## config.mk

```make
export PLATFORM = sky130hd
export DESIGN_NAME = ic_refill_ctrl
export DESIGN_NICKNAME = d
export VERILOG_FILES = /design/src/rtl/ic_pkg.sv /design/src/rtl/ic_refill_ctrl.sv
export SDC_FILE = /design/constraint.sdc
export NUM_CORES = 1
export LEC_CHECK = 0
export ABC_AREA = 0
export BUFFER_PORTS_ARGS = -buffer_cell sky130_fd_sc_hd__buf_2
export CORE_ASPECT_RATIO = 0.5
export CORE_MARGIN = 3
export CORE_UTILIZATION = 38
export DETAILED_ROUTE_END_ITERATION = 12
export HOLD_SLACK_MARGIN = 0.08
export PLACE_DENSITY = 0.88
export SYNTH_ARGS = -nofsm -noshare
export SYNTH_HDL_FRONTEND = slang
export SYNTH_SLANG_ARGS = --single-unit
export TNS_END_PERCENT = 100
```

## constraint.sdc

```tcl
create_clock -name clka -period 1.9 [get_ports clka]
set_clock_uncertainty 0.15 [all_clocks]
set_input_delay 0.095 -clock clka [delete_from_list [all_inputs] [get_ports clka]]
set_output_delay 0.095 -clock clka [all_outputs]
set_load 0.1 [all_outputs]
```

## src/rtl/ic_pkg.sv

```systemverilog
// Shared geometry and field types for the instruction cache
// Direct mapped, 64 lines of sixteen 32-bit words, word addressed fetches only
// Address split is tag 31..12, index 11..6, word offset 5..2, bits 1..0 ignored
package ic_pkg;

  localparam int LINES        = 64; // Number of cache lines
  localparam int FETCH_DEPTH  = 4;  // Fetch queue entries, equal to the fetch unit's credits
  localparam int RESP_CREDITS = 4;  // Response credits the cache owns after reset

  // Bit positions of the address fields
  localparam int OFFSET_LSB = 2;
  localparam int INDEX_LSB  = 6;
  localparam int TAG_LSB    = 12;

  localparam int FETCH_PTR_W = $clog2(FETCH_DEPTH);
  localparam int FETCH_CNT_W = $clog2(FETCH_DEPTH + 1); // Count must also hold the full value
  localparam int CREDIT_W    = $clog2(RESP_CREDITS + 1);

  typedef logic [31:0]  addr_t;   // Fetch byte address
  typedef logic [19:0]  tag_t;    // Upper address bits stored per line
  typedef logic [5:0]   index_t;  // Line select
  typedef logic [3:0]   offset_t; // Word within a line
  typedef logic [31:0]  inst_t;   // One instruction word
  typedef logic [511:0] line_t;   // Word w sits at bits 32w+31..32w

  typedef logic [FETCH_PTR_W-1:0] fetch_ptr_t;
  typedef logic [FETCH_CNT_W-1:0] fetch_cnt_t;
  typedef logic [CREDIT_W-1:0]    credit_t;

  localparam credit_t CREDIT_INIT = credit_t'(RESP_CREDITS); // Reset value of the credit counter

  // Refill sequence, FILL is a single settle cycle after the line is written
  typedef enum logic [1:0] {
    IDLE,
    REQ,
    WAIT,
    FILL
  } refill_state_t;

endpackage

```

## src/rtl/ic_refill_ctrl.sv

```systemverilog
// Refill sequencer for one missing line at a time
// The memory side has no flow control, one request is outstanding until its response
// The response cycle writes the line and tag directly, mem_resp_line feeds the array
`timescale 1ns/100ps

module ic_refill_ctrl (
  input  logic           clka,
  input  logic           rst_n,
  input  logic           miss,
  input  ic_pkg::addr_t  miss_addr,
  input  logic           mem_resp_valid,
  output logic           mem_req_valid,
  output ic_pkg::addr_t  mem_req_addr,
  output logic           fill_valid,
  output ic_pkg::index_t fill_index,
  output ic_pkg::tag_t   fill_tag
);

  ic_pkg::refill_state_t state;
  ic_pkg::refill_state_t state_next;
  ic_pkg::addr_t         line_addr;               // Line aligned address of the refill

  always_ff @(posedge clka) begin
    if (!rst_n) state <= ic_pkg::IDLE;
    else        state <= state_next;
  end

  // Capture the miss when idle, word offset bits cleared
  always_ff @(posedge clka) begin
    if (state == ic_pkg::IDLE && miss) begin
      line_addr <= {miss_addr[$bits(ic_pkg::addr_t)-1:ic_pkg::INDEX_LSB],
                    {ic_pkg::INDEX_LSB{1'b0}}};
    end
  end

  always_comb begin
    state_next = state;
    case (state)
      ic_pkg::IDLE: if (miss) state_next = ic_pkg::REQ;
      ic_pkg::REQ:  state_next = ic_pkg::WAIT;           // Request is a single cycle
      ic_pkg::WAIT: if (mem_resp_valid) state_next = ic_pkg::FILL;
      ic_pkg::FILL: state_next = ic_pkg::IDLE;           // Let the new tag settle
      default:      state_next = ic_pkg::IDLE;
    endcase
  end

  assign mem_req_valid = (state == ic_pkg::REQ);
  assign mem_req_addr  = line_addr;

  // The write happens in the cycle memory answers, its data is only valid then
  assign fill_valid = (state == ic_pkg::WAIT) && mem_resp_valid;
  assign fill_index = line_addr[ic_pkg::INDEX_LSB +: $bits(ic_pkg::index_t)];
  assign fill_tag   = line_addr[ic_pkg::TAG_LSB +: $bits(ic_pkg::tag_t)];

endmodule

```

==> metrics.md, run 1 <==
| Metric | Value |
|---|---|
| CP Max Fanout | `3` |
| Die Width | `84.6 microns` |
| Die height | `45.3 microns` |
| H-tree depth | `1` |
| Initial antenna violation count | `1` |
| Synthesis-stage register bit count | `28` |
| Final setup TNS | `0 ps` |
| Period utilization | `95.2%` |
| XOR/XNOR Fraction of Synth Area | `0%` |
| NumNets Final | `205` |
| Setup crit end kind | `register` |
| Synth Area in Compound Gates | `2.03%` |
| RSZ-0062 raised after global routing | `false` |
| Initial Util | `42.4%` |
| Gr usage total | `13.4%` |
| Drt pass-1 iters | `4` |
| IO Pins | `96` |
| DR vias | `812` |
| Worst setup endpoint | `state[1]` |
| Yosys warning count | `0` |
| Routed wire length | `2540 microns` |
| WP depth | `5` |
| CP required | `1960 ps` |
| Num CTS Buffers | `3` |
| Reg2reg setup slack | `90 ps` |
| Crit path DAT | `1870 ps` |
| FF-to-FF path depth | `5` |
| Reg2Reg Capture Point | `state[1]` |
| Crit start category | `register` |
| Worst-path cell chain | `inv_1 > ha_1 > a22oi_2 > dlygate4sd3_1 > mux2i_1` |
| Synthesized cell area | `1170 sq um` |
| CTS tree | `done` |
| Post-CTS Setup Bufs | `0` |
| Sequential-to-total area share from yosys stat | `70.0%` |
| Post-synthesis adder-cell area fraction | `3.20%` |
| Placement Rows | `13` |
| Filler cell count | `211` |
| Critical Path Source | `state[0]` |
| CP bufs+invs | `2` |
| Non-filler cells, final | `203` |
| Cell variety after synth | `12` |
| Max Slew Vio Count | `0` |
| Die Area | `3830 sq um` |
| Vias in the first global route | `790` |
| Reg2reg start | `state[0]` |
| CP delay by family, top | `buffers and inverters` |
| Syn_area_per_cell | `15.6 sq um` |
| Fmax | `553 MHz` |
| Core area | `2770 sq um` |
| CP max-delay cell | `dlygate4sd3_1` |
| Status | `complete, no violations` |
| Area Growth Syn to Fin | `51.1%` |
| Dpl cells | `169` |
| CTS Root Cell | `clkbuf_8` |
| CTS clk-pin slew, worst paths | `80 ps` |
| Hpwl dp | `1770 microns` |
| Final setup viols | `0` |
| Drt first-iter violations | `25` |
| Gate Count Post-Synth | `75` |
| Placed cell area | `1430 sq um` |
| Largest family of logic cells by synthesized area | `buffers and inverters` |
| First-pass GRT wire length | `3770 microns` |
| Post-synthesis mux area share | `0.854%` |
| Placer Congestion | `0.640` |
| Min-Delay Path Class | `primary input to register` |
| Worst-Skew Late Latency | `270 ps` |
| Finished Cell Area | `1770 sq um` |
| Largest net degree at the start of global routing | `27` |
| Final hold violations | `0` |
| Clk buf depth | `2` |
| Residual DRC | `0` |
| Setup CP Type | `register to register` |
| Post-DRT Antenna Nets | `0` |
| Remaining global-route overflow | `0` |
| Share of cells above drive strength 1 | `55.2%` |
| Post-Synth Simple-Gate Area | `1.81%` |
| Vias per cell | `4.00` |
| Largest stage delay on the critical path | `590 ps` |
| Routed len/inst | `12.5 microns` |
| IO buf count | `83` |
| Max cap viols | `0` |
| CTS Sinks | `28` |
| Post-layout min period | `1810 ps` |
==> final cells by class <==
type | count | area, sq um | area share [%]
flip-flops and latches | 28 | 822 | 46.4
repair buffers | 113 | 726 | 41.0
multi-input cells | 16 | 115 | 6.50
well taps | 37 | 46.3 | 2.61
clock buffers | 3 | 41.3 | 2.33
inverters | 4 | 15.0 | 0.847
clock inverters | 1 | 3.75 | 0.212
diodes | 1 | 2.50 | 0.141
==> sequential cells by signal, indices dropped and copies added, names as in the netlist <==
signal	cells
state	2
mem_req_addr	26
==> synth_stat cells <==
| cell type | count | share of area [%] |
|---|---|---|
| ha_1 | 3 | 3.2 |
| conb_1 | 1 | 0.32 |
| and2_1 | 1 | 0.53 |
| buf_4 | 32 | 20 |
| nand2_1 | 2 | 0.64 |
| inv_1 | 4 | 1.3 |
| a22oi_2 | 1 | 1.1 |
| and2_2 | 1 | 0.64 |
| o221a_2 | 1 | 0.96 |
| dfxtp_1 | 2 | 3.4 |
| mux2i_1 | 1 | 0.85 |
| edfxtp_1 | 26 | 67 |
==> what timing repair did <==
item                       4_1_cts  5_1_grt
hold buffers                    29        0
hold endpoints to repair        28        0
gates resized for setup          0        1
setup endpoints to repair        0        1
==> layout by cell type, fill, tap and decap left out <==
| cell type | n |
|---|---|
| inv_1 | 4 |
| diode_2 | 1 |
| ha_1 | 3 |
| o221a_2 | 1 |
| conb_1 | 6 |
| mux2i_1 | 1 |
| buf_2 | 83 |
| clkinv_1 | 1 |
| dfxtp_1 | 1 |
| and2_1 | 1 |
| edfxtp_1 | 26 |
| clkbuf_8 | 3 |
| nand2_1 | 2 |
| a22oi_2 | 1 |
| and2_2 | 1 |
| dlygate4sd3_1 | 29 |
| dfxtp_2 | 1 |
| buf_12 | 1 |
==> through the flow <==
step | hold slack [ps] | setup WS [ps] | util, %
finish | 179 | 91.1 | 64.1
global route | 176 | 17.9 | 64.1
CTS | 176 | 57.8 | 63.9
detailed placement | 123 | 478 | 51.8
global placement | 122 | 515 | 51.8
floorplan | 43.9 | 125 | -
==> logic make-up after synthesis <==
logic type	count (synthesis)
flops	28
fa+ha+maj	3
compound gates	2
buf+inv	36
simple gates	4
other cells	1
mux	1
==> per-layer routing <==
metal | vias up | wire length [microns] | GRT usage, %
met3 | 7 | 141 | 3.46
met1 | 378 | 801 | 12.3
met2 | 27 | 1520 | 26.4
met5 | - | 0 | 0
met4 | 0 | 78 | 10.1
li1 | 400 | - | -
==> worst min path at each step <==
stage,startpoint,end,cells past startpoint
finish,mem_resp_valid,state[0],4
floorplan,miss_addr[10],mem_req_addr[10],0
global placement,miss_addr[14],mem_req_addr[14],1
CTS,mem_resp_valid,state[0],4
global route,mem_resp_valid,state[0],4
detailed placement,miss_addr[6],mem_req_addr[6],1
==> worst register-to-register path: cells and delay by family (launching register included) <==
family          cells  cell delay [ps]
buf+inv             2              650
compound gates      1              210
flops               1              350
fa+ha+maj           1              230
mux                 1              170
Power of run 1 is not shown: default switching activity piles up to over one toggle a cycle in this logic, so the estimate is an artifact.
==> inputs of run 2 (changes only) <==
Settings changed: CORE_ASPECT_RATIO 0.5 to 1.75.
==> metrics.md, run 2 (same netlist as run 1, synthesis figures left out) <==
| Metric | Value |
|---|---|
| Die Width | `48.0 microns (-43%)` |
| Post-DRT Antenna Nets | `0 (unchanged)` |
| CTS Sinks | `28 (unchanged)` |
| CTS Root Cell | `clkbuf_8` |
| RSZ-0062 raised after global routing | `false` |
| Die height | `79.5 microns (+76%)` |
| CTS tree | `done` |
| First-pass GRT wire length | `3990 microns (+5.9%)` |
| Hold Crit Depth | `4 (unchanged)` |
| Core area | `2930 sq um (+5.9%)` |
| DR vias | `838 (+3.2%)` |
| Drt first-iter violations | `9 (-64%)` |
| Finished Cell Area | `1760 sq um (-0.85%)` |
| Placed cell area | `1420 sq um (-0.79%)` |
| Most common cell after layout, fill and taps aside | `buf_2` |
| Final setup TNS | `0 ps (unchanged)` |
| NumNets Final | `204 (-0.49%)` |
| Routed len/inst | `14.7 microns (+17%)` |
| Post-layout min period | `1720 ps (-87.7 ps)` |
| Remaining global-route overflow | `0 (unchanged)` |
| IO buf count | `83 (unchanged)` |
| Non-filler cells, final | `192 (-5.4%)` |
| IO Pins | `96 (unchanged)` |
| Placement Rows | `26 (+13)` |
| Setup CP Type | `register to output pin` |
| Status | `complete, no violations` |
| Crit path DAT | `1480 ps (-390 ps)` |
| Final setup viols | `0 (unchanged)` |
| Share of cells above drive strength 1 | `55.5% (+0.34 points)` |
| CP required | `1650 ps (-310 ps)` |
| Worst-Skew Late Latency | `260 ps (about the same)` |
| Initial Util | `40.0% (-2.4 points)` |
| Max cap viols | `0 (unchanged)` |
| Fmax | `581 MHz (+5.1%)` |
| Antenna diodes | `0 (-1)` |
| Num CTS Buffers | `3 (unchanged)` |
| Area Growth Syn to Fin | `49.8%` |
| Period utilization | `90.6% (-4.6 points)` |
| Clk buf depth | `2 (unchanged)` |
| Cts repair resizes | `0 (unchanged)` |
| Hold Path Origin | `mem_resp_valid` |
| Vias per cell | `4.36 (+9.1%)` |
| Dpl cells | `160 (-5.3%)` |
| Reg2reg setup slack | `430 ps (+340 ps)` |
| Reg2Reg Capture Point | `mem_req_addr[24]` |
| CTS clk-pin slew, worst paths | `80 ps (about the same)` |
| Min-Delay Path Class | `primary input to register` |
| Crit start category | `register` |
| FF-to-FF path depth | `4 (-1)` |
| CP Max Fanout | `3 (unchanged)` |
| Die Area | `3810 sq um (-0.38%)` |
| Largest net degree at the start of global routing | `27 (unchanged)` |
| Vias in the first global route | `832 (+5.3%)` |
| Drt pass-1 iters | `4 (unchanged)` |
| Routed wire length | `2820 microns (+11%)` |
| Hold Path Sink | `state[1]` |
| Filler cell count | `245 (+16%)` |
| Initial antenna violation count | `0 (-1)` |
| Hold slack | `117 ps (-62.2 ps)` |
| Post-CTS Setup Bufs | `0 (unchanged)` |
| Placer Congestion | `0.681 (+6.4%)` |
| Reg2reg start | `state[0]` |
| Residual DRC | `0 (unchanged)` |
| Most frequent cells in the layout | `83 x buf_2, 28 x dlygate4sd3_1, 26 x edfxtp_1, 6 x conb_1` |
| H-tree depth | `1 (unchanged)` |
| Gr usage total | `15.3% (+2.0 points)` |
| Setup crit end kind | `output pin` |
| Max Slew Vio Count | `0 (unchanged)` |
| Max reg flops | `26 (unchanged)` |
| Final hold violations | `0 (unchanged)` |
-- run 2: cell count changes in the layout (fill, tap and decap cells not counted) --
cell           delta
clkinv_1          -1
clkbuf_8          +1
diode_2           -1
dfxtp_2           -1
dfxtp_1           +1
dlygate4sd3_1     -1
-- run 2: how the worst max path moves through the flow --
stage	start	to	slack (ps)	depth (start not counted)
2_1_floorplan	state[0]	mem_req_addr[10]	130	3
6_report	state[0]	fill_valid	180	4
3_3_place_gp	state[0]	mem_req_addr[31]	520	4
5_1_grt	state[0]	fill_valid	100	4
3_5_place_dp	state[0]	mem_req_addr[19]	440	4
4_1_cts	state[0]	fill_valid	170	4
-- run 2: layer usage --
layer / vias to the layer above / GRT usage (%) / wire (microns)
met4: 0 / 11.1 / 143
met2: 55 / 25.5 / 1570
met5: - / 0 / 0
met3: 15 / 4.29 / 196
met1: 375 / 14.8 / 910
li1: 393 / - / -
-- run 2: per-stage QoR --
stage / setup slack, ps / util [%]
2_1_floorplan: 125 / -
3_3_place_gp: 521 / 48.5
3_5_place_dp: 437 / 48.5
4_1_cts: 172 / 60.0
5_1_grt: 103 / 60.0
6_report: 179 / 60.0
-- run 2: worst max-delay path, cell delays in order (launching register included) --
cell	delay (ps)
dfxtp_1	340
inv_1	90
ha_1	200
and2_2	160
buf_2	420
-- run 2: cell type report --
cell class / instances / area (sq um) / area share, %
clock buffers: 4 / 55.1 / 3.13
multi-input cells: 16 / 115 / 6.55
inverters: 4 / 15.0 / 0.855
repair buffers: 112 / 716 / 40.7
flip-flops and latches: 28 / 821 / 46.7
well taps: 28 / 35.0 / 1.99
-- run 2: repair_timing --
action                     CTS  global route
setup endpoints to repair    0             0
hold endpoints to repair    28             0
hold buffers                28             0
Power of run 2 is left out for the same reason.
