<file path="config.mk">
export PLATFORM = sky130hd
export DESIGN_NAME = ic_resp_out
export DESIGN_NICKNAME = d
export VERILOG_FILES = /design/src/rtl/ic_pkg.sv /design/src/rtl/ic_resp_out.sv
export SDC_FILE = /design/constraint.sdc
export NUM_CORES = 1
export LEC_CHECK = 0
export BUFFER_PORTS_ARGS = -buffer_cell sky130_fd_sc_hd__buf_2
export CORE_AREA = 2 2 213 215
export CTS_CLUSTER_DIAMETER = 50
export DETAILED_ROUTE_END_ITERATION = 16
export DIE_AREA = 0 0 215 217
export HOLD_SLACK_MARGIN = 0.1
export SLEW_MARGIN = 5
export SYNTH_ARGS = -nofsm -noshare
export SYNTH_HDL_FRONTEND = slang
export SYNTH_SLANG_ARGS = --single-unit
</file>
<file path="constraint.sdc">
create_clock -name clka -period 5.65 [get_ports clka]
set_input_delay 1.13 -clock clka [delete_from_list [all_inputs] [get_ports clka]]
set_output_delay 1.13 -clock clka [all_outputs]
set_load 0.02 [all_outputs]
</file>
<file path="src/rtl/ic_pkg.sv">
// Shared geometry and field types for the instruction cache
// Direct mapped, 64 lines of sixteen 32-bit words, word addressed fetches only
// Address split is tag 31..12, index 11..6, word offset 5..2, bits 1..0 ignored
package ic_pkg;

  localparam int LINES        = 64; // Number of cache lines
  localparam int FETCH_DEPTH  = 4;  // Fetch queue entries, equal to the fetch unit's credits
  localparam int RESP_CREDITS = 4;  // Response credits the cache owns after reset

  // Bit positions of the address fields
  localparam int OFFSET_LSB = 2;
  localparam int INDEX_LSB  = 6;
  localparam int TAG_LSB    = 12;

  localparam int FETCH_PTR_W = $clog2(FETCH_DEPTH);
  localparam int FETCH_CNT_W = $clog2(FETCH_DEPTH + 1); // Count must also hold the full value
  localparam int CREDIT_W    = $clog2(RESP_CREDITS + 1);

  typedef logic [31:0]  addr_t;   // Fetch byte address
  typedef logic [19:0]  tag_t;    // Upper address bits stored per line
  typedef logic [5:0]   index_t;  // Line select
  typedef logic [3:0]   offset_t; // Word within a line
  typedef logic [31:0]  inst_t;   // One instruction word
  typedef logic [511:0] line_t;   // Word w sits at bits 32w+31..32w

  typedef logic [FETCH_PTR_W-1:0] fetch_ptr_t;
  typedef logic [FETCH_CNT_W-1:0] fetch_cnt_t;
  typedef logic [CREDIT_W-1:0]    credit_t;

  localparam credit_t CREDIT_INIT = credit_t'(RESP_CREDITS); // Reset value of the credit counter

  // Refill sequence, FILL is a single settle cycle after the line is written
  typedef enum logic [1:0] {
    IDLE,
    REQ,
    WAIT,
    FILL
  } refill_state_t;

endpackage

</file>
<file path="src/rtl/ic_resp_out.sv">
// Output side of the cache, word select and response credit accounting
// The consumer grants RESP_CREDITS after reset and returns one per response taken
// issue_ok keeps reads already in flight covered by credits, so responses never stall
`timescale 1ns/100ps

module ic_resp_out (
  input  logic            clka,
  input  logic            rst_n,
  input  logic            rd_issue,
  input  ic_pkg::offset_t rd_offset,
  input  ic_pkg::line_t   rd_line,
  input  logic            resp_credit,
  output logic            issue_ok,
  output logic            resp_valid,
  output ic_pkg::inst_t   resp_inst
);

  logic            rd_issue_q;  // Read issued last cycle, its line is on rd_line now
  ic_pkg::offset_t rd_offset_q; // Word offset travelling with that read
  ic_pkg::credit_t credits;     // Responses the consumer can still take
  ic_pkg::credit_t in_flight;   // Reads issued but not yet answered

  always_ff @(posedge clka) begin
    rd_offset_q <= rd_offset;   // Payload, qualified by rd_issue_q
  end

  always_ff @(posedge clka) begin
    if (!rst_n) begin
      rd_issue_q <= 1'b0;
      credits    <= ic_pkg::CREDIT_INIT;
      in_flight  <= '0;
    end else begin
      rd_issue_q <= rd_issue;
      case ({resp_credit, resp_valid})
        2'b10:   credits <= credits + 1'b1;
        2'b01:   credits <= credits - 1'b1;
        default: credits <= credits;     // Return and spend cancel out
      endcase
      case ({rd_issue, resp_valid})
        2'b10:   in_flight <= in_flight + 1'b1;
        2'b01:   in_flight <= in_flight - 1'b1;
        default: in_flight <= in_flight;
      endcase
    end
  end

  // Another read may start only if a credit is left after all reads in flight
  assign issue_ok = (credits > in_flight);

  assign resp_valid = rd_issue_q;
  assign resp_inst  = rd_line[{rd_offset_q, 5'd0} +: $bits(ic_pkg::inst_t)]; // Word w at 32w

endmodule

</file>
==> metrics.md, run 1 <==
| Metric | Value |
|---|---|
| Post-synth net total | 849 |
| Die height | 217 µm |
| H-tree Lvls | 1 |
| Commonest register cell after synthesis | dfxtp_1 |
| Synth cell types | 20 |
| Worst path arrival time | 2.54 ns |
| CP cell instances | buf_12 -> buf_4 -> mux4_2 -> a22oi_1 -> nand2_1 -> buf_2 |
| Setup CP Type | flip-flop to output port |
| Max_cap viols | 0 |
| Crit. End Element | output port |
| Number of enable flip-flop cells after synthesis | 0 |
| Worst-Skew Late Latency | 0.24 ns |
| Synth-to-layout area growth | 84.5% |
| Core area | 44,700 µm² |
| Multi-input logic area | 3760 µm² |
| Routability cong. | 0.969 |
| Post-DRT Antenna Nets | 0 |
| Post-CTS resize count | 0 |
| Root Driver | clkbuf_16 |
| Synthesized cell area | 4200 µm² |
| Worst-path maximum fanout | 46 |
| IO Count | 554 |
| Via count | 5,847 |
| First DRT Iteration DRCs | 354 |
| Synth warn | 0 |
| Overall routing resource usage | 11.4% |
| DR top layer | met5 |
| Final #Nets | 1,374 |
| Hold Violations, Final | 0 |
| Reg-to-Reg Start | resp_valid |
| Register area | 228 µm² |
| Ys async rst share | 0% |
| Setup crit start kind | flip-flop |
| Initial antenna violation count | 6 |
| Initial core utilization | 9.39% |
| CTS clk-pin slew, worst paths | 0.05 ns |
| Pin count of the biggest net entering global routing | 56 |
| Hold Path Origin | in_flight[2] |
| Met2 wire length | 14.0 mm |
| CTS tree | yes |
| Post-Route WL | 28.7 mm |
| Max-slew violations | 0 |
| Met1 Wirelength | 11.1 mm |
| Critical Path RT | 4.52 ns |
| Power Dens Cells | 110 nW/µm² |
| Met3 wire length | 2.82 mm |
| Share of layout cells above drive strength 1 | 82.9% |
| CP max-delay cell | dfxtp_4 |
| Peak VDD IR | 0.144 mV |
| Minimum clock period | 3.67 ns |
| Post-synthesis sequential area ratio | 5.24% |
| Post-CTS setup buffer count | 0 |
| First-pass GRT wire length | 38.9 mm |
| CTS Sinks | 11 |
| First-pass DRT Iterations | 5 |
| FMAX | 272 MHz |
| RSZ-0062 raised after global routing | false |
| Post-route DRC | 0 |
| # fillers | 4,992 |
| HPWL after DPL | 25.1 mm |
| Post-synthesis cell count | 322 |
| Post-CTS Hold Buffers | 0 |
| Synth Register Bits | 11 |
| Full die area | 46,700 µm² |
| Fin cells | 1,450 |
| Hold Path Class | flip-flop to flip-flop |
| Row cnt | 78 |
| Slew headroom | 25.7% |
| Setup TNS | 0 ns |
| Syn_area_per_cell | 13.0 µm² |
| Vias in the first global route | 5,984 |
| Vias per inst | 4.03 |
| P_leak | 0.00360 µW |
| Tcrit/Tclk final | 65.0% |
| Final setup fails | 0 |
| IO buf count | 553 |
| Placed Cells incl. Taps | 1,442 |
| Worst-case clock buffer depth | 2 |
| GRT Residual Overflow | 0 |
| Clock Skews | 0.00518 ns |
| Slowest stage delay, CP | 0.58 ns |
| CP startpoint | rd_offset_q[0] |
| Die width | 215 µm |
| Outcome | finished, final reports clean |
| Worst-Margin Slew | 1.11 ns |
| Post-DR wirelength/cell | 19.8 µm |
| TritonCTS buffer count | 3 |
## metrics by stage
stage	util (%)	worst slack, ns	area (µm²)	total power (µW)	hold slack [ns]
2_1_floorplan	-	2.61	4200	419	0.454
3_3_place_gp	17.1	1.93	7660	710	0.465
3_5_place_dp	17.1	1.92	7660	724	0.476
4_1_cts	17.3	1.89	7740	862	0.483
5_1_grt	17.3	1.74	7740	909	0.543
6_report	17.3	1.98	7750	852	0.484
## layer usage
metal  global-route usage, %  vias up
met5                       0        -
met4                    2.57        8
met3                    3.24       39
met2                    19.8      424
met1                    13.9     2875
li1                        -     2501
## synthesized netlist by cell type, drive strengths merged (2+ instances only)
cell type	count	share of area [%]
xor2	4	0.83
a22oi	64	11
mux4	128	69
fa	2	0.95
clkbuf	17	1.5
o21ai	3	0.36
a21oi	3	0.36
nor2b	3	0.45
ha	5	1.5
or3	2	0.30
dfxtp	11	5.2
nor2	8	0.72
inv	11	0.98
nand2	32	2.9
buf	26	3.4
## placed cells by master (no fill, tap or decap), drive strengths merged, types with 2 or more instances in the layout
| cell type | Yosys | final |
|---|---|---|
| o21ai | 3 | 3 |
| buf | 26 | 563 |
| a22oi | 64 | 64 |
| fa | 2 | 2 |
| nor2 | 8 | 8 |
| ha | 5 | 5 |
| mux4 | 128 | 128 |
| a21oi | 3 | 3 |
| dfxtp | 11 | 11 |
| diode | 0 | 4 |
| clkbuf | 17 | 3 |
| inv | 11 | 11 |
| xor2 | 4 | 4 |
| nand2 | 32 | 32 |
| or3 | 2 | 2 |
| nor2b | 3 | 3 |
## final cells by class
| cell class | count | share of cell area (%) |
|---|---|---|
| diodes | 4 | 0.129 |
| clock buffers | 3 | 0.969 |
| clock inverters | 1 | 0.0646 |
| inverters | 11 | 0.533 |
| multi-input cells | 257 | 48.5 |
| flip-flops and latches | 11 | 2.94 |
| well taps | 600 | 9.69 |
| repair buffers | 563 | 37.2 |
## worst paths after layout
| check | end | slack (ns) | depth (start not counted) |
|---|---|---|---|
| max | resp_inst[11] | 1.98 | 6 |
| min | in_flight[2] | 0.48 | 2 |
| min reg2reg | in_flight[2] | 0.48 | 2 |
| max reg2reg | in_flight[2] | 4.00 | 6 |
## where the power goes
| part | switching, µW | internal, µW | leakage, µW |
|---|---|---|---|
| sequential | 15.7 | 85.1 | 0.0000922 |
| clock | 37.9 | 94.0 | 0.0000409 |
| combinational | 281 | 338 | 0.00346 |
## kinds of logic (layout without fill, tap and decap cells)
family                   Yosys count  in the layout  share of synthesized area (%)
multiplexers                     128            128                           68.7
AO/OA/AOI/OAI                     71             71                           12.4
buffers and inverters             54            578                           5.87
AND/OR/NAND/NOR                   47             47                           4.59
flip-flops                        11             11                           5.24
adder cells (fa/ha/maj)            7              7                           2.44
XOR/XNOR                           4              4                          0.834
other                              0              4                              0
## worst max-delay path: cells and delay by family (launching register included)
| family | cells | cell delay [ns] |
|---|---|---|
| buffers and inverters | 3 | 0.82 |
| and+or+nand+nor | 1 | 0.08 |
| DFF | 1 | 0.58 |
| AOI/OAI and AO/OA | 1 | 0.16 |
| muxes | 1 | 0.58 |
## flip-flops by register name, indices dropped and copies added, names as in the netlist
register and cells:
rd_offset_q 4, credits 3, in_flight 3, resp_valid 1
(Power assumes the default switching activity.)
==> inputs of run 2 (changes only) <==
--- a/config.mk
+++ b/config.mk
@@ -6,10 +6,10 @@
 export NUM_CORES = 1
 export LEC_CHECK = 0
 export BUFFER_PORTS_ARGS = -buffer_cell sky130_fd_sc_hd__buf_2
-export CORE_AREA = 2 2 213 215
+export CORE_AREA = 2 2 217 219
 export CTS_CLUSTER_DIAMETER = 50
 export DETAILED_ROUTE_END_ITERATION = 16
-export DIE_AREA = 0 0 215 217
+export DIE_AREA = 0 0 219 221
 export HOLD_SLACK_MARGIN = 0.1
 export SLEW_MARGIN = 5
 export SYNTH_ARGS = -nofsm -noshare
==> constraint.sdc (replaced) <==
create_clock -name clka -period 3 [get_ports clka]
set_input_delay 0.6 -clock clka [delete_from_list [all_inputs] [get_ports clka]]
set_output_delay 0.6 -clock clka [all_outputs]
set_load 0.02 [all_outputs]
==> run 2 against run 1 <==
Effect of this change: die area grew 3.7%; critical path depth stayed put; largest cell class unchanged; sequential power rose by 71%; sequential share of layout area fell by 0.052 points; register-to-register slack worse by 2.7 ns; critical path type unchanged; sequential cell count is the same.
==> metrics.md, run 2 (synthesis gave the netlist of run 1 again) <==
| Metric | Value |
|---|---|
| P_leak | 0.00367 µW |
| Worst path arrival time | 2.17 ns |
| Routability cong. | 0.994 |
| GRT Residual Overflow | 0 |
| Post-route setup slack | 0.233 ns |
| Max reg flops | 4 |
| Full die area | 48,400 µm² |
| Share of layout cells above drive strength 1 | 83.1% |
| Die height | 221 µm |
| Setup crit start kind | flip-flop |
| Slowest stage delay, CP | 0.53 ns |
| Final #Nets | 1,386 |
| Root Driver | clkbuf_16 |
| Clock Skews | 0.00474 ns |
| Critical Path RT | 2.40 ns |
| Post-Route WL | 28.2 mm |
| Crit. End Element | output port |
| CP max-delay cell | mux4_2 |
| Tcrit/Tclk final | 92.2% |
| P_sw | 611 µW |
| Final setup fails | 0 |
| First DRT Iteration DRCs | 293 |
| Worst-path maximum fanout | 43 |
| CTS tree | yes |
| Setup CP Type | flip-flop to output port |
| Worst-Skew Late Latency | 0.24 ns |
| TritonCTS buffer count | 3 |
| Switching Fraction | 38.2% |
| Initial antenna violation count | 22 |
| First-pass DRT Iterations | 4 |
| Vias per inst | 3.99 |
| Max_cap viols | 0 |
| Outcome | finished, final reports clean |
| Die width | 219 µm |
| Core area | 46,100 µm² |
| Worst-case clock buffer depth | 2 |
| Slew headroom | 60.4% |
| Logic pwr share | 73.4% |
| Vias in the first global route | 6,312 |
| Minimum clock period | 2.77 ns |
| Final Util | 17.1% |
| Initial core utilization | 9.12% |
| Most frequent cells in the layout | buf_2, mux4_2, a22oi_1, nand2_1, buf_4 |
| Row cnt | 79 |
| Hold Violations, Final | 0 |
| Post-DRT Antenna Nets | 0 |
| Power Dens Cells | 203 nW/µm² |
| Dpl ws | 0.469 ns |
| HPWL after DPL | 25.1 mm |
| IO Count | 554 |
| Hold Path Class | input port to flip-flop |
| Post-DR wirelength/cell | 19.2 µm |
| Most common cell after layout, fill and taps aside | buf_2 |
| Overall routing resource usage | 10.9% |
| Post-CTS resize count | 0 |
| IO buf count | 553 |
| CP cell instances | buf_12 -> buf_4 -> mux4_2 -> a22oi_1 -> nand2_1 -> buf_2 |
| Pin count of the biggest net entering global routing | 63 |
| Post-route DRC | 0 |
| Pint | 989 µW |
| Sequential share of power | 10.8% |
| Clock power share | 15.8% |
| Post-CTS Hold Buffers | 0 |
| Leading registers by flop count | rd_offset_q x4, credits x3, in_flight x3 |
| CTS clk-pin slew, worst paths | 0.05 ns |
| Synth-to-layout area growth | 87.8% |
| Peak VDD IR | 0.220 mV |
| CTS Sinks | 11 |
| First-pass GRT wire length | 38.9 mm |
| Via count | 5,862 |
| Max-slew violations | 0 |
| RSZ-0062 raised after global routing | false |
| Worst-Margin Slew | 0.594 ns |
| FMAX | 361 MHz |
| Biggest register | rd_offset_q |
| Post-CTS setup buffer count | 0 |
| H-tree Lvls | 1 |
| Setup TNS | 0 ns |
-- run 2: stage by stage --
step / area [µm²] / hold WS, ns / std cells / total power (µW)
6_report: 7890 / 0.459 / 1470 / 1600
5_1_grt: 7890 / 0.456 / 1470 / 1710
4_1_cts: 7870 / 0.455 / 1465 / 1620
3_5_place_dp: 7790 / 0.492 / 1461 / 1350
3_3_place_gp: 7790 / 0.471 / 1461 / 1340
2_1_floorplan: 4200 / 0.454 / 322 / 789
-- run 2: final timing paths --
check / startpoint / to / slack (ns) / cells past startpoint
setup / recovery: rd_offset_q[0] / resp_inst[20] / 0.23 / 6
hold / removal: rd_offset[1] / rd_offset_q[1] / 0.46 / 1
setup reg to reg: resp_valid / in_flight[2] / 1.34 / 6
hold reg to reg: in_flight[2] / in_flight[2] / 0.50 / 2
-- run 2: area by class of cell --
type	instances	area [µm²]
fillers	5161	38200
clock inverters	1	5.00
repair buffers	575	3010
inverters	11	41.3
flip-flops and latches	11	228
multi-input cells	257	3760
clock buffers	3	75.1
diodes	5	12.5
well taps	607	759
-- run 2: power by group through the flow --
stage	clock, µW	sequential (µW)	combinational (µW)
2_1_floorplan	0	172	617
4_1_cts	262	174	1180
3_3_place_gp	0	176	1160
3_5_place_dp	0	176	1180
5_1_grt	271	175	1260
6_report	252	173	1170
-- run 2: critical path: cells and delay by family (launching register included) --
| family | cells | cell delay, ns |
|---|---|---|
| DFF | 1 | 0.36 |
| and+or+nand+nor | 1 | 0.07 |
| muxes | 1 | 0.53 |
| AOI/OAI and AO/OA | 1 | 0.20 |
| buffers and inverters | 3 | 0.70 |
-- run 2: routing by layer --
| layer | track usage (%) | vias to the layer above | wire [µm] |
|---|---|---|---|
| met3 | 3.64 | 62 | 2990 |
| met1 | 12.4 | 2828 | 10600 |
| met2 | 19.0 | 425 | 13600 |
| met5 | 0 | - | 158 |
| li1 | - | 2523 | - |
| met4 | 3.40 | 24 | 823 |
==> inputs of run 3 (changes only) <==
--- a/config.mk
+++ b/config.mk
@@ -11,6 +11,7 @@
 export DETAILED_ROUTE_END_ITERATION = 16
 export DIE_AREA = 0 0 219 221
 export HOLD_SLACK_MARGIN = 0.1
+export MAX_ROUTING_LAYER = met4
 export SLEW_MARGIN = 5
 export SYNTH_ARGS = -nofsm -noshare
 export SYNTH_HDL_FRONTEND = slang
==> run 3 against run 2 <==
Effect of this change: sequential share of layout area is essentially flat; core utilization up 0.060 points; final cell count increased by 0.20%; setup slack got worse by 0.027 ns; clock-buffer cell count stayed put; critical path type unchanged.
==> metrics.md, run 3 (synthesis gave the netlist of run 1 again) <==
| Metric | Value |
|---|---|
| CP startpoint | rd_offset_q[0] |
| Synth-to-layout area growth | 88.4% |
| Clock power share | 15.7% |
| End of the worst register-to-register path | in_flight[2] |
| Peak VDD IR | 0.222 mV |
| Root Driver | clkbuf_16 |
| Crit. End Element | output port |
| Vias in the first global route | 6,185 |
| H-tree Lvls | 1 |
| IO Count | 554 |
| Setup crit start kind | flip-flop |
| HPWL after DPL | 25.2 mm |
| Initial core utilization | 9.12% |
| Pint | 992 µW |
| Clock Skews | 0.000786 ns |
| Die height | 221 µm |
| Worst-case clock buffer depth | 2 |
| Post-CTS Hold Buffers | 0 |
| Minimum clock period | 2.79 ns |
| Final hold slack | 0.462 ns |
| Hold Path Origin | rd_offset[1] |
| Final #Nets | 1,385 |
| Worst-Skew Late Latency | 0.24 ns |
| Share of layout cells above drive strength 1 | 83.1% |
| Vias per inst | 3.98 |
| Post-DRT Antenna Nets | 0 |
| Setup crit end | resp_inst[20] |
| Slew headroom | 59.5% |
| Switching Fraction | 37.9% |
| Most common cell after layout, fill and taps aside | buf_2 |
| First-pass GRT wire length | 39.0 mm |
| RSZ-0062 raised after global routing | false |
| Initial antenna violation count | 11 |
| Biggest register | rd_offset_q |
| Routability cong. | 1.02 |
| Worst-Margin Slew | 0.606 ns |
| Overall routing resource usage | 11.1% |
| Power Dens Cells | 202 nW/µm² |
| Hold Violations, Final | 0 |
| Max-slew violations | 0 |
| IO buf count | 553 |
| Placed Cells incl. Taps | 1,460 |
| Post-Route WL | 28.2 mm |
| Overall Power | 1600 µW |
| Max_cap viols | 0 |
| Full die area | 48,400 µm² |
| Cell area after layout | 7910 µm² |
| GRT Residual Overflow | 0 |
| Hold Path Class | input port to flip-flop |
| First-pass DRT Iterations | 5 |
| CTS Sinks | 11 |
| Worst path arrival time | 2.19 ns |
| Worst-path maximum fanout | 41 |
| Final setup fails | 0 |
| Reg-to-Reg Start | resp_valid |
| Via count | 5,856 |
| Dpl cell area | 7810 µm² |
| P_sw | 606 µW |
| Die width | 219 µm |
| Post-CTS setup buffer count | 0 |
| Most frequent cells in the layout | buf_2, mux4_2, a22oi_1, nand2_1, buf_4 |
| Setup slack, reg-to-reg | 1.31 ns |
| TritonCTS buffer count | 3 |
| Outcome | finished, final reports clean |
| First DRT Iteration DRCs | 250 |
| Worst r2r path cells | 6 |
| P_leak | 0.00367 µW |
| Core area | 46,100 µm² |
| Post-CTS resize count | 0 |
| Max reg flops | 4 |
| FMAX | 358 MHz |
| Pin count of the biggest net entering global routing | 67 |
| CTS tree | yes |
| CTS clk-pin slew, worst paths | 0.04 ns |
| Row cnt | 79 |
| Logic pwr share | 73.5% |
| Setup TNS | 0 ns |
| Setup CP Type | flip-flop to output port |
| Leading registers by flop count | rd_offset_q x4, credits x3, in_flight x3 |
| Tcrit/Tclk final | 93.1% |
| Sequential share of power | 10.8% |
| Fin cells | 1,473 |
| Post-route DRC | 0 |
| Post-DR wirelength/cell | 19.2 µm |
| Critical Path RT | 2.40 ns |
## run 3: final cells by class
type / instances / area (µm²)
timing repair buffer: 574 / 3030
clock inverter: 1 / 5.00
inverter: 11 / 41.3
multi-input combinational: 257 / 3760
fill: 5152 / 38100
sequential: 11 / 228
tap: 607 / 759
antenna: 9 / 22.5
clock buffer: 3 / 75.1
## run 3: routing by layer
metal | part of all wire, % | GRT usage [%] | vias up
met2 | 49 | 19.3 | 381
met3 | 8.2 | 2.42 | 30
met4 | 1.9 | 2.20 | 0
li1 | - | - | 2530
met1 | 41 | 13.1 | 2915
met5 | 0 | - | -
## run 3: how the worst min path moves through the flow
| stage | depth (start not counted) | endpoint |
|---|---|---|
| 2_1_floorplan | 2 | in_flight[1] |
| 3_3_place_gp | 2 | in_flight[2] |
| 3_5_place_dp | 2 | in_flight[2] |
| 4_1_cts | 1 | rd_offset_q[1] |
| 5_1_grt | 1 | rd_offset_q[1] |
| 6_report | 1 | rd_offset_q[1] |
## run 3: metrics by stage
step | worst slack, ns | util (%)
2_1_floorplan | 0.807 | -
3_3_place_gp | 0.360 | 17.0
3_5_place_dp | 0.397 | 17.0
4_1_cts | 0.137 | 17.1
5_1_grt | 0.0592 | 17.2
6_report | 0.206 | 17.2
## run 3: worst max-delay path, stage by stage (launching register included)
cell and delay [ns]:
dfxtp_4 0.36, buf_12 0.27, buf_4 0.27, mux4_2 0.56
a22oi_1 0.17, nand2_1 0.08, buf_2 0.16
## run 3: power groups by stage
stage | registers, µW | clock network [µW] | logic, µW
3_3_place_gp | 176 | 0 | 1170
5_1_grt | 175 | 269 | 1270
2_1_floorplan | 172 | 0 | 617
4_1_cts | 174 | 260 | 1190
6_report | 173 | 251 | 1170
3_5_place_dp | 176 | 0 | 1180
