<file path="src/rtl/ic_pkg.sv">
// Shared geometry and field types for the instruction cache
// Direct mapped, 64 lines of sixteen 32-bit words, word addressed fetches only
// Address split is tag 31..12, index 11..6, word offset 5..2, bits 1..0 ignored
package ic_pkg;

  localparam int LINES        = 64; // Number of cache lines
  localparam int FETCH_DEPTH  = 4;  // Fetch queue entries, equal to the fetch unit's credits
  localparam int RESP_CREDITS = 4;  // Response credits the cache owns after reset

  // Bit positions of the address fields
  localparam int OFFSET_LSB = 2;
  localparam int INDEX_LSB  = 6;
  localparam int TAG_LSB    = 12;

  localparam int FETCH_PTR_W = $clog2(FETCH_DEPTH);
  localparam int FETCH_CNT_W = $clog2(FETCH_DEPTH + 1); // Count must also hold the full value
  localparam int CREDIT_W    = $clog2(RESP_CREDITS + 1);

  typedef logic [31:0]  addr_t;   // Fetch byte address
  typedef logic [19:0]  tag_t;    // Upper address bits stored per line
  typedef logic [5:0]   index_t;  // Line select
  typedef logic [3:0]   offset_t; // Word within a line
  typedef logic [31:0]  inst_t;   // One instruction word
  typedef logic [511:0] line_t;   // Word w sits at bits 32w+31..32w

  typedef logic [FETCH_PTR_W-1:0] fetch_ptr_t;
  typedef logic [FETCH_CNT_W-1:0] fetch_cnt_t;
  typedef logic [CREDIT_W-1:0]    credit_t;

  localparam credit_t CREDIT_INIT = credit_t'(RESP_CREDITS); // Reset value of the credit counter

  // Refill sequence, FILL is a single settle cycle after the line is written
  typedef enum logic [1:0] {
    IDLE,
    REQ,
    WAIT,
    FILL
  } refill_state_t;

endpackage

</file>
<file path="src/rtl/ic_fetch_buffer.sv">
// Fetch request queue on the input side of the cache
// The sender never exceeds FETCH_DEPTH outstanding entries, so there is no full flag
// Each pop returns one credit as a registered pulse on the following cycle
`timescale 1ns/100ps

module ic_fetch_buffer (
  input  logic          clka,
  input  logic          rst_n,
  input  logic          fetch_valid,
  input  ic_pkg::addr_t fetch_addr,
  input  logic          pop,
  output logic          head_valid,
  output ic_pkg::addr_t head_addr,
  output logic          fetch_credit
);

  ic_pkg::addr_t      entries [ic_pkg::FETCH_DEPTH]; // Queued fetch addresses
  ic_pkg::fetch_ptr_t wr_ptr;
  ic_pkg::fetch_ptr_t rd_ptr;
  ic_pkg::fetch_cnt_t count;                         // Entries currently held

  // Circular increment, depth need not be a power of two
  function automatic ic_pkg::fetch_ptr_t ptr_inc(input ic_pkg::fetch_ptr_t ptr);
    return (int'(ptr) == ic_pkg::FETCH_DEPTH - 1) ? '0 : ptr + 1'b1;
  endfunction

  always_ff @(posedge clka) begin
    if (fetch_valid) entries[wr_ptr] <= fetch_addr; // Payload only, no reset
  end

  always_ff @(posedge clka) begin
    if (!rst_n) begin
      wr_ptr       <= '0;
      rd_ptr       <= '0;
      count        <= '0;
      fetch_credit <= 1'b0;
    end else begin
      if (fetch_valid) wr_ptr <= ptr_inc(wr_ptr);
      if (pop) rd_ptr <= ptr_inc(rd_ptr);
      case ({fetch_valid, pop})
        2'b10:   count <= count + 1'b1;
        2'b01:   count <= count - 1'b1;
        default: count <= count;       // Push and pop together leave the count alone
      endcase
      fetch_credit <= pop;              // Credit goes back one cycle after the pop edge
    end
  end

  // A request written at edge N shows up as the head from cycle N+1
  assign head_valid = (count != '0);
  assign head_addr  = entries[rd_ptr];

endmodule

</file>
<file path="config.mk">
export PLATFORM = sky130hd
export DESIGN_NAME = ic_fetch_buffer
export DESIGN_NICKNAME = d
export VERILOG_FILES = /design/src/rtl/ic_pkg.sv /design/src/rtl/ic_fetch_buffer.sv
export SDC_FILE = /design/constraint.sdc
export NUM_CORES = 1
export LEC_CHECK = 0
export BUFFER_PORTS_ARGS = -buffer_cell sky130_fd_sc_hd__buf_2
export CAP_MARGIN = 20
export CORE_ASPECT_RATIO = 0.6
export CORE_MARGIN = 2
export CORE_UTILIZATION = 50
export DETAILED_ROUTE_END_ITERATION = 7
export PLACE_DENSITY = 0.79
export SLEW_MARGIN = 20
export SYNTH_ARGS = -nofsm -noshare
export SYNTH_HDL_FRONTEND = slang
export SYNTH_SLANG_ARGS = --single-unit
</file>
<file path="constraint.sdc">
create_clock -name clka -period 3.14 [get_ports clka]
set_input_delay 0.628 -clock clka [delete_from_list [all_inputs] [get_ports clka]]
set_output_delay 0.628 -clock clka [all_outputs]
set_load 0.01 [all_outputs]
</file>
==> metrics.md, run 1 <==
| Metric | Value |
|---|---|
| Outcome | completed |
| Worst skew pair latency | about 0.40 ns |
| Die Span X | 134.8 um |
| Startpoint types | flip-flop |
| Non-Filler Instances | 442 |
| Cell Area, Synth | 0.005134 mm2 |
| Vias in the first global route | 2417 |
| Final WL | 8.943 mm |
| Drt pass-1 iters | 4 |
| Core Rows | 28 |
| Worst setup margin | slightly below 0.5 ns |
| Met2 wire length | 4.214 mm |
| Syn_nets | approximately 250 |
| Die area | 0.01112 mm2 |
| Unrepaired setup endpoints after global routing | no |
| R2R cell count | 2 |
| Fin Hold WS | 0.4398 ns |
| Final Util | 62.76% |
| Worst Path Arrival | 2.02 ns |
| First-pass GRT wire length | ~14 mm |
| Die Ht | 82.49 um |
| Placed cell area | 0.005589 mm2 |
| Nets | 336 |
| Crit Path Class | reg -> out |
| Clk_skew | 0.006206 ns |
| FF-to-FF setup slack | 1.40 ns |
| Worst slack at placement | 0.8623 ns |
| CTS Hold Bufs | 0 |
| Vias/cell | 5.369 |
| Min Tclk post-route | 2.646 ns |
| Grt ovf | 0 |
| Met1 wire length | 4.047 mm |
| Final period util | 84.28% |
| Total GRT Usage | 17.78% |
| Setup Buffers After CTS | 0 |
| RD Place Congestion | 0.6696 |
| Inst Count DP | around 410 |
| Reg-to-reg critical path endpoint | entries[3][26] |
| R2R Path Start | wr_ptr[0] |
| Initial core utilization | 51.78% |
| CTS tree | built |
| Hold Path End | entries[2][3] |
| DRC viols | 0 |
| # IOs | 70 |
| Hold depth | 1 |
| CTS Buf Count | 17 |
| Clk buf depth | 2 |
| Fraction of layout cells with a size suffix above 1 | 43.46% |
| PnR Total Power | 4.556 mW |
| Top routing layer in use | met5 |
| H-Tree Depth | 4 |
| Area grow syn2layout | 21.20% |
| Slew Viols, Final | 0 |
| VDD IR-drop max | 464.8 uV |
| Final Instance Area | 0.006222 mm2 |
| Initial antenna violation count | 1 |
| Nature of the critical path endpoint | output port |
| Hold Fails Final Rpt | 0 |
| Slew headroom | 40.06% |
| Fin Setup TNS | 0 ns |
| Commonest non-fill, non-tap cell in the layout | edfxtp_1 |
| WP data required | 2.51 ns |
| Largest net degree at the start of global routing | 33 |
| CTS clock-pin slew for the worst setup and hold paths | approximately 0.060 ns |
| I/O Buffers | 69 |
| Seq/Total Area, Yosys | 78.77% |
| Post-synthesis cell count | 211 |
| Clock tree root driver cell | clkbuf_16 |
| FF+latch count, synth | 138 |
| Netlist cell types | 20 |
| Remaining antenna violation count after routing | 0 |
| Setup violators final | 0 |
| CTS resizes | 0 |
| Max-cap violations | 0 |
| Fmax achieved | 377.9 MHz |
| DP HPWL | 5.166 mm |
| Initial DRC Count | 191 |
| Worst-path maximum fanout | 22 |
| Via Count | between 2000 and 2500 |
| DR WL/cell | approximately 20 um |
| Actual transition at the worst max-transition pin | ~0.90 ns |
| Avg Inst Size Synth | between 20 and 25 um2 |
| Core ar. | 0.009915 mm2 |
| Worst min-delay path category | in -> reg |
| Pleak | 2.150 nW |
| Synth warn | 0 |
| HP Start | fetch_addr[3] |
| Clk sinks | roughly 140 |
| Metal3 WL | about 620 um |
| Most frequent cells in the layout | edfxtp_1 (128), buf_2 (69), mux4_2 (30) |
| P per Cell Area | between 700 and 800 mW/mm2 |
==> sequential cells by signal, indices dropped and copies added (netlist names), named ones only <==
register / count
wr_ptr: 2
count: 3
entries: 128
fetch_credit: 1
rd_ptr: 2
==> Yosys cell counts <==
master    instances  area [um2]
edfxtp_1        128        3844
mux4_2           30       675.7
dfxtp_1          10       200.2
and2_1            6       37.54
ha_1              6       75.07
nor2b_1           5       31.28
buf_12            3       60.06
buf_2             3       15.01
inv_1             3       11.26
mux2i_1           3       30.03
mux4_1            2       52.55
nor3b_1           2       15.01
or3_1             2       12.51
xnor2_1           2       17.52
a21boi_0          1       7.510
a21oi_1           1       5.000
buf_6             1       11.26
fa_1              1       20.02
o21a_1            1       7.510
o21ai_0           1       5.000
==> worst max-delay path, stage by stage, from the launching register on <==
cell	delay [ns]
dfxtp_2	0.58
buf_12	0.27
mux4_1	0.59
buf_2	0.16
==> layer usage <==
| metal | global-route usage (%) | vias up |
|---|---|---|
| li1 | - | 1052 |
| met1 | 23.98 | 1239 |
| met5 | 0 | - |
| met2 | 27.16 | 72 |
| met3 | 7.509 | 8 |
| met4 | 4.737 | 2 |
==> cells by family (layout without fill, tap and decap cells) <==
| family | after synthesis | after routing | share of synthesized area, % |
|---|---|---|---|
| flip-flops | 138 | 138 | 78.77 |
| multiplexers | 35 | 35 | 14.77 |
| AND/OR/NAND/NOR | 15 | 15 | 1.877 |
| buffers and inverters | 10 | 105 | 1.901 |
| adder cells (fa/ha/maj) | 7 | 7 | 1.852 |
| AO/OA/AOI/OAI | 4 | 4 | 0.4874 |
| XOR/XNOR | 2 | 2 | 0.3413 |
| other | 0 | 1 | 0 |
==> layout make-up <==
cell class	count	area (um2)
Multi-Input combinational cell	63	997.2
Clock inverter	15	205.2
Antenna cell	1	2.502
Clock buffer	17	425.4
Tap cell	135	168.9
Inverter	3	11.26
Fill cell	703	3692
Timing Repair Buffer	70	365.4
Sequential cell	138	4046
==> where the power goes <==
part / switching (mW) / leakage (nW) / internal, mW
Combinational: 0.159 / 0.594 / 0.156
Sequential: 0.0425 / 1.26 / 2.09
Clock: 0.711 / 0.296 / 1.39
Total: 0.913 / 2.15 / 3.64
==> worst max path at each step <==
stage,startpoint,to,slack (ns),cells past startpoint
2_1_floorplan,fetch_valid,count[2],1.25,6
3_3_place_gp,flip-flop,head_addr[12],0.91,3
3_5_place_dp,flip-flop,head_addr[14],0.86,3
4_1_cts,flip-flop,head_addr[14],0.43,3
5_1_grt,flip-flop,head_addr[14],0.36,3
6_report,flip-flop,head_addr[14],0.49,3
(Power assumes the default switching activity.)
==> run 2: changes to the inputs <==
Settings changed: PLACE_DENSITY 0.79 to 0.82.
Clock period 3.14 ns to 2.23 ns, I/O delays scaled along.
==> run 2 against run 1 <==
Net effect:
- clock skew is 0.00076 ns lower
- register-to-register slack worse by 0.72 ns
- largest power group unchanged
- largest cell class unchanged
- routed wire length is 2.3% lower
- clock power is 22% higher
- flip-flop and latch count stayed put
- critical path depth stayed put
- global-route usage is 0.38 points lower
- core utilization is 0.27 points higher
- via count is 0.80% higher
- non-clock buffer count is 7 higher
- sequential power is 39% higher
- sequential share of layout area is 0.27 points lower
==> metrics.md, run 2 (synthesis results as in run 1) <==
| Metric | Value |
|---|---|
| Switching Fraction | 20.49% (was 20.03%) |
| First-pass GRT wire length | 13.48 mm (was 13.75 mm) |
| CTS clock-pin slew for the worst setup and hold paths | 0.06 ns (about the same) |
| Setup Buffers After CTS | 0 (unchanged) |
| Worst Path Arrival | 1.72 ns (was 2.02 ns) |
| Core Rows | 28 (unchanged) |
| Clk buf depth | 2 (unchanged) |
| Crit Path Class | reg -> out (unchanged) |
| FF-to-FF setup slack | 0.68 ns (was 1.40 ns) |
| Commonest non-fill, non-tap cell in the layout | edfxtp_1 (unchanged) |
| DP HPWL | 5.393 mm (was 5.166 mm) |
| Sequential group share of total power | 49.3% (was 46.9%) |
| Drt pass-1 iters | 6 (was 4) |
| Reg with most FFs | entries (unchanged) |
| Clock power share | 42.5% (was 46.2%) |
| Initial DRC Count | 123 (was 191) |
| Actual transition at the worst max-transition pin | 0.4442 ns (was 0.8992 ns) |
| Fin Hold WS | 0.2576 ns (was 0.4398 ns) |
| Diodes inserted | 0 (was 1) |
| Grt ovf | 0 (unchanged) |
| Setup violators final | 0 (unchanged) |
| Die area | 0.01112 mm2 (unchanged) |
| Vias in the first global route | 2556 (was 2417) |
| Via Count | 2392 (was 2373) |
| P per Cell Area | 968.1 mW/mm2 (was 732.2 mW/mm2) |
| Fraction of layout cells with a size suffix above 1 | 44.09% (was 43.46%) |
| Most frequent cells in the layout | edfxtp_1 (128), buf_2 (69), mux4_2 (30) (unchanged) |
| Nature of the critical path endpoint | output port (unchanged) |
| WP data required | 1.78 ns (was 2.51 ns) |
| Worst min-delay path category | in -> reg (unchanged) |
| Worst-path maximum fanout | 13 (was 22) |
| Initial core utilization | 51.78% (unchanged) |
| CTS Hold Bufs | 0 (unchanged) |
| Regs by FF count | entries x128, count x3 (unchanged) |
| Final WL | 8.741 mm (was 8.943 mm) |
| Clock tree root driver cell | clkbuf_16 (unchanged) |
| RD Place Congestion | 0.7245 (was 0.6696) |
| Remaining antenna violation count after routing | 0 (unchanged) |
| Share of total power in combinational logic | 8.2% (was 6.9%) |
| Total GRT Usage | 17.40% (was 17.78%) |
| Crit path capture | head_addr[14] (unchanged) |
| Clk_skew | 0.005446 ns (was 0.006206 ns) |
| I/O Buffers | 69 (unchanged) |
| Startpoint types | flip-flop (unchanged) |
| Die Ht | 82.49 um (unchanged) |
| R2R cell count | 4 (was 2) |
| Die Span X | 134.8 um (unchanged) |
| Filler cells | 683 (was 703) |
| NetSw | 1.239 mW (was 912.7 uW) |
| Min Tclk post-route | 2.164 ns |
| Vias/cell | 5.339 (was 5.369) |
| Max-cap violations | 0 (unchanged) |
| R2R Path Start | wr_ptr[1] (was wr_ptr[0]) |
| Core ar. | 0.009915 mm2 (unchanged) |
| DRC viols | 0 (unchanged) |
| Slew Viols, Final | 0 (unchanged) |
| Final period util | 97.06% |
| Slew headroom | 70.39% (was 40.06%) |
| Largest register FFs | 128 (unchanged) |
| Largest net degree at the start of global routing | 21 (was 33) |
| H-Tree Depth | 4 (unchanged) |
| Fmax achieved | 462.0 MHz |
| Area of the multi-input gates | 997.2 um2 (unchanged) |
| Register area | 0.004046 mm2 (unchanged) |
| DR WL/cell | 19.51 um (was 20.23 um) |
| Area grow syn2layout | 21.72% (was 21.20%) |
| Hold Fails Final Rpt | 0 (unchanged) |
| Worst skew pair latency | 0.40 ns (about the same) |
| Fin Setup TNS | 0 ns (unchanged) |
| Clk sinks | 138 (unchanged) |
| Unrepaired setup endpoints after global routing | no (unchanged) |
| Initial antenna violation count | 1 (unchanged) |
| Nets | 343 (was 336) |
| Outcome | completed (unchanged) |
| VDD IR-drop max | 585.2 uV (was 464.8 uV) |
| Pleak | 2.173 nW (was 2.150 nW) |
| # IOs | 70 (unchanged) |
| Pint | 4.810 mW (was 3.643 mW) |
| CTS tree | built (unchanged) |
| Reg-to-reg critical path endpoint | entries[1][0] (was entries[3][26]) |
| CTS Buf Count | 17 (unchanged) |
-- run 2: worst min-delay path by stage --
| stage | from | to | slack [ns] | depth (start not counted) |
|---|---|---|---|---|
| final | fetch_addr[3] | entries[3][3] | 0.26 | 1 |
| after global routing | fetch_addr[8] | entries[1][8] | 0.24 | 1 |
| after CTS | fetch_addr[14] | entries[0][14] | 0.24 | 1 |
| after detailed placement | count[2] | count[2] | 0.50 | 2 |
| after global placement | count[2] | count[2] | 0.48 | 2 |
| after floorplan | count[2] | count[2] | 0.46 | 2 |
-- run 2: final cells by class --
type / count / share of cell area [%]
timing repair buffer: 77 / 7.689
inverter: 3 / 0.1802
sequential: 138 / 64.76
tap: 135 / 2.703
multi-input combinational: 63 / 15.96
clock buffer: 21 / 7.048
clock inverter: 11 / 1.662
-- run 2: power by group through the flow --
stage / clock, mW / sequential [mW] / combinational (mW)
global placement: 0 / 3.03 / 0.487
finish: 2.57 / 2.98 / 0.496
CTS: 2.63 / 2.98 / 0.505
global route: 2.74 / 2.99 / 0.539
floorplan: 0 / 3.03 / 0.300
detailed placement: 0 / 3.03 / 0.500
-- run 2: what timing repair did --
action	4_1_cts	5_1_grt
endpoints found under the setup margin	2	1
resized for setup	2	1
pin swaps	0	0
-- run 2: per-stage QoR --
stage          power, mW  setup slack (ns)  cell area [um2]  utilization (%)  std cells
2_1_floorplan      3.325            0.4961             5134                -        211
6_report           6.049           0.06561             6248            63.02        448
3_3_place_gp       3.514            0.3017             5692            57.41        416
3_5_place_dp       3.534            0.2290             5692            57.41        416
5_1_grt            6.265           0.01351             6248            63.02        448
4_1_cts            6.121           0.01515             6243            62.97        448
-- run 2: worst max-delay path, stage by stage (launching register included) --
cell     delay (ns)
dfxtp_2        0.37
buf_12         0.18
mux4_1         0.60
buf_2          0.17
-- run 2: routing by layer --
layer | up-vias | track usage, % | wire length [um]
li1 | 1064 | - | -
met1 | 1252 | 22.08 | 3899
met2 | 68 | 27.26 | 4218
met3 | 8 | 6.471 | 558
met4 | 0 | 8.211 | 64
met5 | - | 0 | 0
==> run 3: changes to the inputs <==
--- a/config.mk
+++ b/config.mk
@@ -13,4 +13,5 @@
 export DETAILED_ROUTE_END_ITERATION = 7
 export PLACE_DENSITY = 0.82
+export REMOVE_ABC_BUFFERS = 1
 export SLEW_MARGIN = 20
 export SYNTH_ARGS = -nofsm -noshare
==> constraint.sdc (replaced) <==
create_clock -name clka -period 2.23 [get_ports clka]
set_input_delay 0 -clock clka [delete_from_list [all_inputs] [get_ports clka]]
set_output_delay 0 -clock clka [all_outputs]
set_load 0.01 [all_outputs]
==> run 3 against run 2 <==
Net effect:
- fmax rose by 19%
- worst hold slack improved by 0.094 ns
- combinational power rose by 5.0%
- setup slack improved by 0.34 ns
- critical path depth did not move
- register-to-register slack got worse by 0.16 ns
- count of clock-buffer cells in the layout fell by 3
- non-clock buffer count rose by 35
- global-route usage rose by 0.63 points
- sequential share of layout area fell by 2.6 points
- clock power fell by 5%
==> metrics.md, run 3 (synthesis results as in run 1) <==
| Metric | Value |
|---|---|
| P per Cell Area | 915.6 mW/mm2 (was 968.1 mW/mm2) |
| Nets | 378 (was 343) |
| Worst slack at placement | 0.4922 ns (was 0.2290 ns) |
| CTS resizes | 0 (was 2) |
| Clk_skew | 0.005112 ns (was 0.005446 ns) |
| Vias/cell | 5.191 (was 5.339) |
| Setup violators final | 0 (unchanged) |
| Startpoint types | flip-flop (unchanged) |
| Metal3 WL | 383 um (was 558 um) |
| RD Place Congestion | 0.7009 (was 0.7245) |
| Area grow syn2layout | 26.79% (was 21.72%) |
| # IOs | 70 (unchanged) |
| Fin Setup TNS | 0 ns (unchanged) |
| Remaining antenna violation count after routing | 0 (unchanged) |
| Filler cells | 655 (was 683) |
| DRC viols | 0 (unchanged) |
| Clock tree root driver cell | clkbuf_16 (unchanged) |
| I/O Buffers | 69 (unchanged) |
| Worst skew pair latency | 0.40 ns (about the same) |
| Outcome | completed (unchanged) |
| H-Tree Depth | 4 (unchanged) |
| VDD IR-drop max | 630.7 uV (was 585.2 uV) |
| Die Span X | 134.8 um (unchanged) |
| Slew headroom | 39.46% (was 70.39%) |
| Initial core utilization | 51.78% (unchanged) |
| DR WL/cell | 18.83 um (was 19.51 um) |
| Initial DRC Count | 128 (was 123) |
| CTS Buf Count | 17 (unchanged) |
| Crit Path Class | reg -> out (unchanged) |
| Initial antenna violation count | 0 (was 1) |
| WP data required | 2.23 ns (was 1.78 ns) |
| Unrepaired setup endpoints after global routing | no (unchanged) |
| Max-cap violations | 0 (unchanged) |
| Clk buf depth | 2 (unchanged) |
| CTS clock-pin slew for the worst setup and hold paths | 0.06 ns (about the same) |
| Worst setup margin | 0.4056 ns (was 0.06561 ns) |
| Core Rows | 28 (unchanged) |
| Most frequent cells in the layout | edfxtp_1 (128), buf_2 (69), dlygate4sd3_1 (36) (was edfxtp_1 (128), buf_2 (69), mux4_2 (30)) |
| Worst-path maximum fanout | 29 (was 13) |
| Pleak | 2.280 nW (was 2.173 nW) |
| Core ar. | 0.009915 mm2 (unchanged) |
| R2R cell count | 3 (was 4) |
| Slew Viols, Final | 0 (unchanged) |
| Met2 wire length | 4.251 mm (was 4.218 mm) |
| Die Ht | 82.49 um (unchanged) |
| Inst Count DP | 415 (was 416) |
| Commonest non-fill, non-tap cell in the layout | edfxtp_1 (unchanged) |
| CTS tree | built (unchanged) |
| Final WL | 9.056 mm (was 8.741 mm) |
| Min Tclk post-route | 1.824 ns (was 2.164 ns) |
| Fmax achieved | 548.1 MHz (was 462.0 MHz) |
| Grt ovf | 0 (unchanged) |
| Reg with most FFs | entries (unchanged) |
| Final period util | 81.81% (was 97.06%) |
| DP HPWL | 5.398 mm (was 5.393 mm) |
| Top routing layer in use | met4 (unchanged) |
| Worst min-delay path category | in -> reg (unchanged) |
| Non-Filler Instances | 481 (was 448) |
| Vias in the first global route | 2703 (was 2556) |
| Drt pass-1 iters | 4 (was 6) |
| Total GRT Usage | 18.04% (was 17.40%) |
| Worst Path Arrival | 1.82 ns (was 1.72 ns) |
| Actual transition at the worst max-transition pin | 0.9081 ns (was 0.4442 ns) |
| Crit path capture | head_addr[21] (was head_addr[14]) |
| Clk sinks | 138 (unchanged) |
| Via Count | 2497 (was 2392) |
| FF-to-FF setup slack | 0.52 ns (was 0.68 ns) |
| Reg-to-reg critical path endpoint | entries[0][12] (was entries[1][0]) |
| Hold Fails Final Rpt | 0 (unchanged) |
| Fraction of layout cells with a size suffix above 1 | 39.02% (was 44.09%) |
| Regs by FF count | entries x128, count x3 (unchanged) |
| Met1 wire length | 4.312 mm (was 3.899 mm) |
| Largest net degree at the start of global routing | 33 (was 21) |
| First-pass GRT wire length | 14.15 mm (was 13.48 mm) |
| Die area | 0.01112 mm2 (unchanged) |
| Nature of the critical path endpoint | output port (unchanged) |
| Diodes inserted | 0 (unchanged) |
| R2R Path Start | wr_ptr[0] (was wr_ptr[1]) |
| Largest register FFs | 128 (unchanged) |
run 3: cell types whose count changed in the layout (fill, tap and decap cells not counted), sizes merged:
cell	before	now
buf	77	76
bufinv	2	1
clkbuf	21	18
clkinvlp	1	3
dlygate4sd3	0	36
run 3: how the worst min path moves through the flow:
stage / from / endpoint / slack, ns / cells after the start
final: fetch_addr[29] / entries[1][29] / 0.35 / 2
after detailed placement: fetch_addr[18] / entries[0][18] / 0.22 / 1
after global placement: fetch_addr[4] / entries[1][4] / 0.21 / 1
after floorplan: fetch_addr[0] / entries[0][0] / 0.1 / 0
after global routing: fetch_addr[26] / entries[2][26] / 0.34 / 2
after CTS: fetch_addr[22] / entries[2][22] / 0.33 / 2
run 3: power by group:
part           leakage, nW  switching [mW]  total [mW]  internal, mW
Sequential            1.26          0.0456        2.99          2.95
Combinational        0.778           0.254       0.521         0.267
Clock                0.242           0.956        2.44          1.49
run 3: layer usage:
metal / vias up / track usage (%)
met2: 65 / 29.59
li1: 1133 / -
met3: 12 / 4.579
met1: 1287 / 23.61
met5: - / 0
met4: 0 / 7.579
run 3: timing repair:
action,CTS,global route
hold buffers,36,0
buffers inserted,0,0
setup endpoints to repair,0,0
hold endpoints to repair,138,0
run 3: cell type report:
class / instances / area (um2) / area share (%)
clock inverters: 12 / 85.08 / 1.307
multi-input cells: 63 / 997.2 / 15.32
repair buffers: 112 / 770.7 / 11.84
flip-flops and latches: 138 / 4046 / 62.17
clock buffers: 18 / 429.2 / 6.594
well taps: 135 / 168.9 / 2.595
inverters: 3 / 11.26 / 0.1730
run 3: per-stage QoR:
stage	total power, mW	utilization, %	hold slack (ns)	area (um2)
3_5_place_dp	3.523	56.83	0.2193	5634
4_1_cts	6.011	65.65	0.3312	6509
2_1_floorplan	3.302	-	0.09887	5047
5_1_grt	6.168	65.65	0.3421	6509
6_report	5.959	65.65	0.3511	6509
3_3_place_gp	3.500	56.83	0.2130	5634
run 3: worst max-delay path, cell delays in order, from the launching register on:
cell and delay [ns]:
dfxtp_2 0.40, buf_12 0.28, mux4_2 0.57, buf_2 0.17
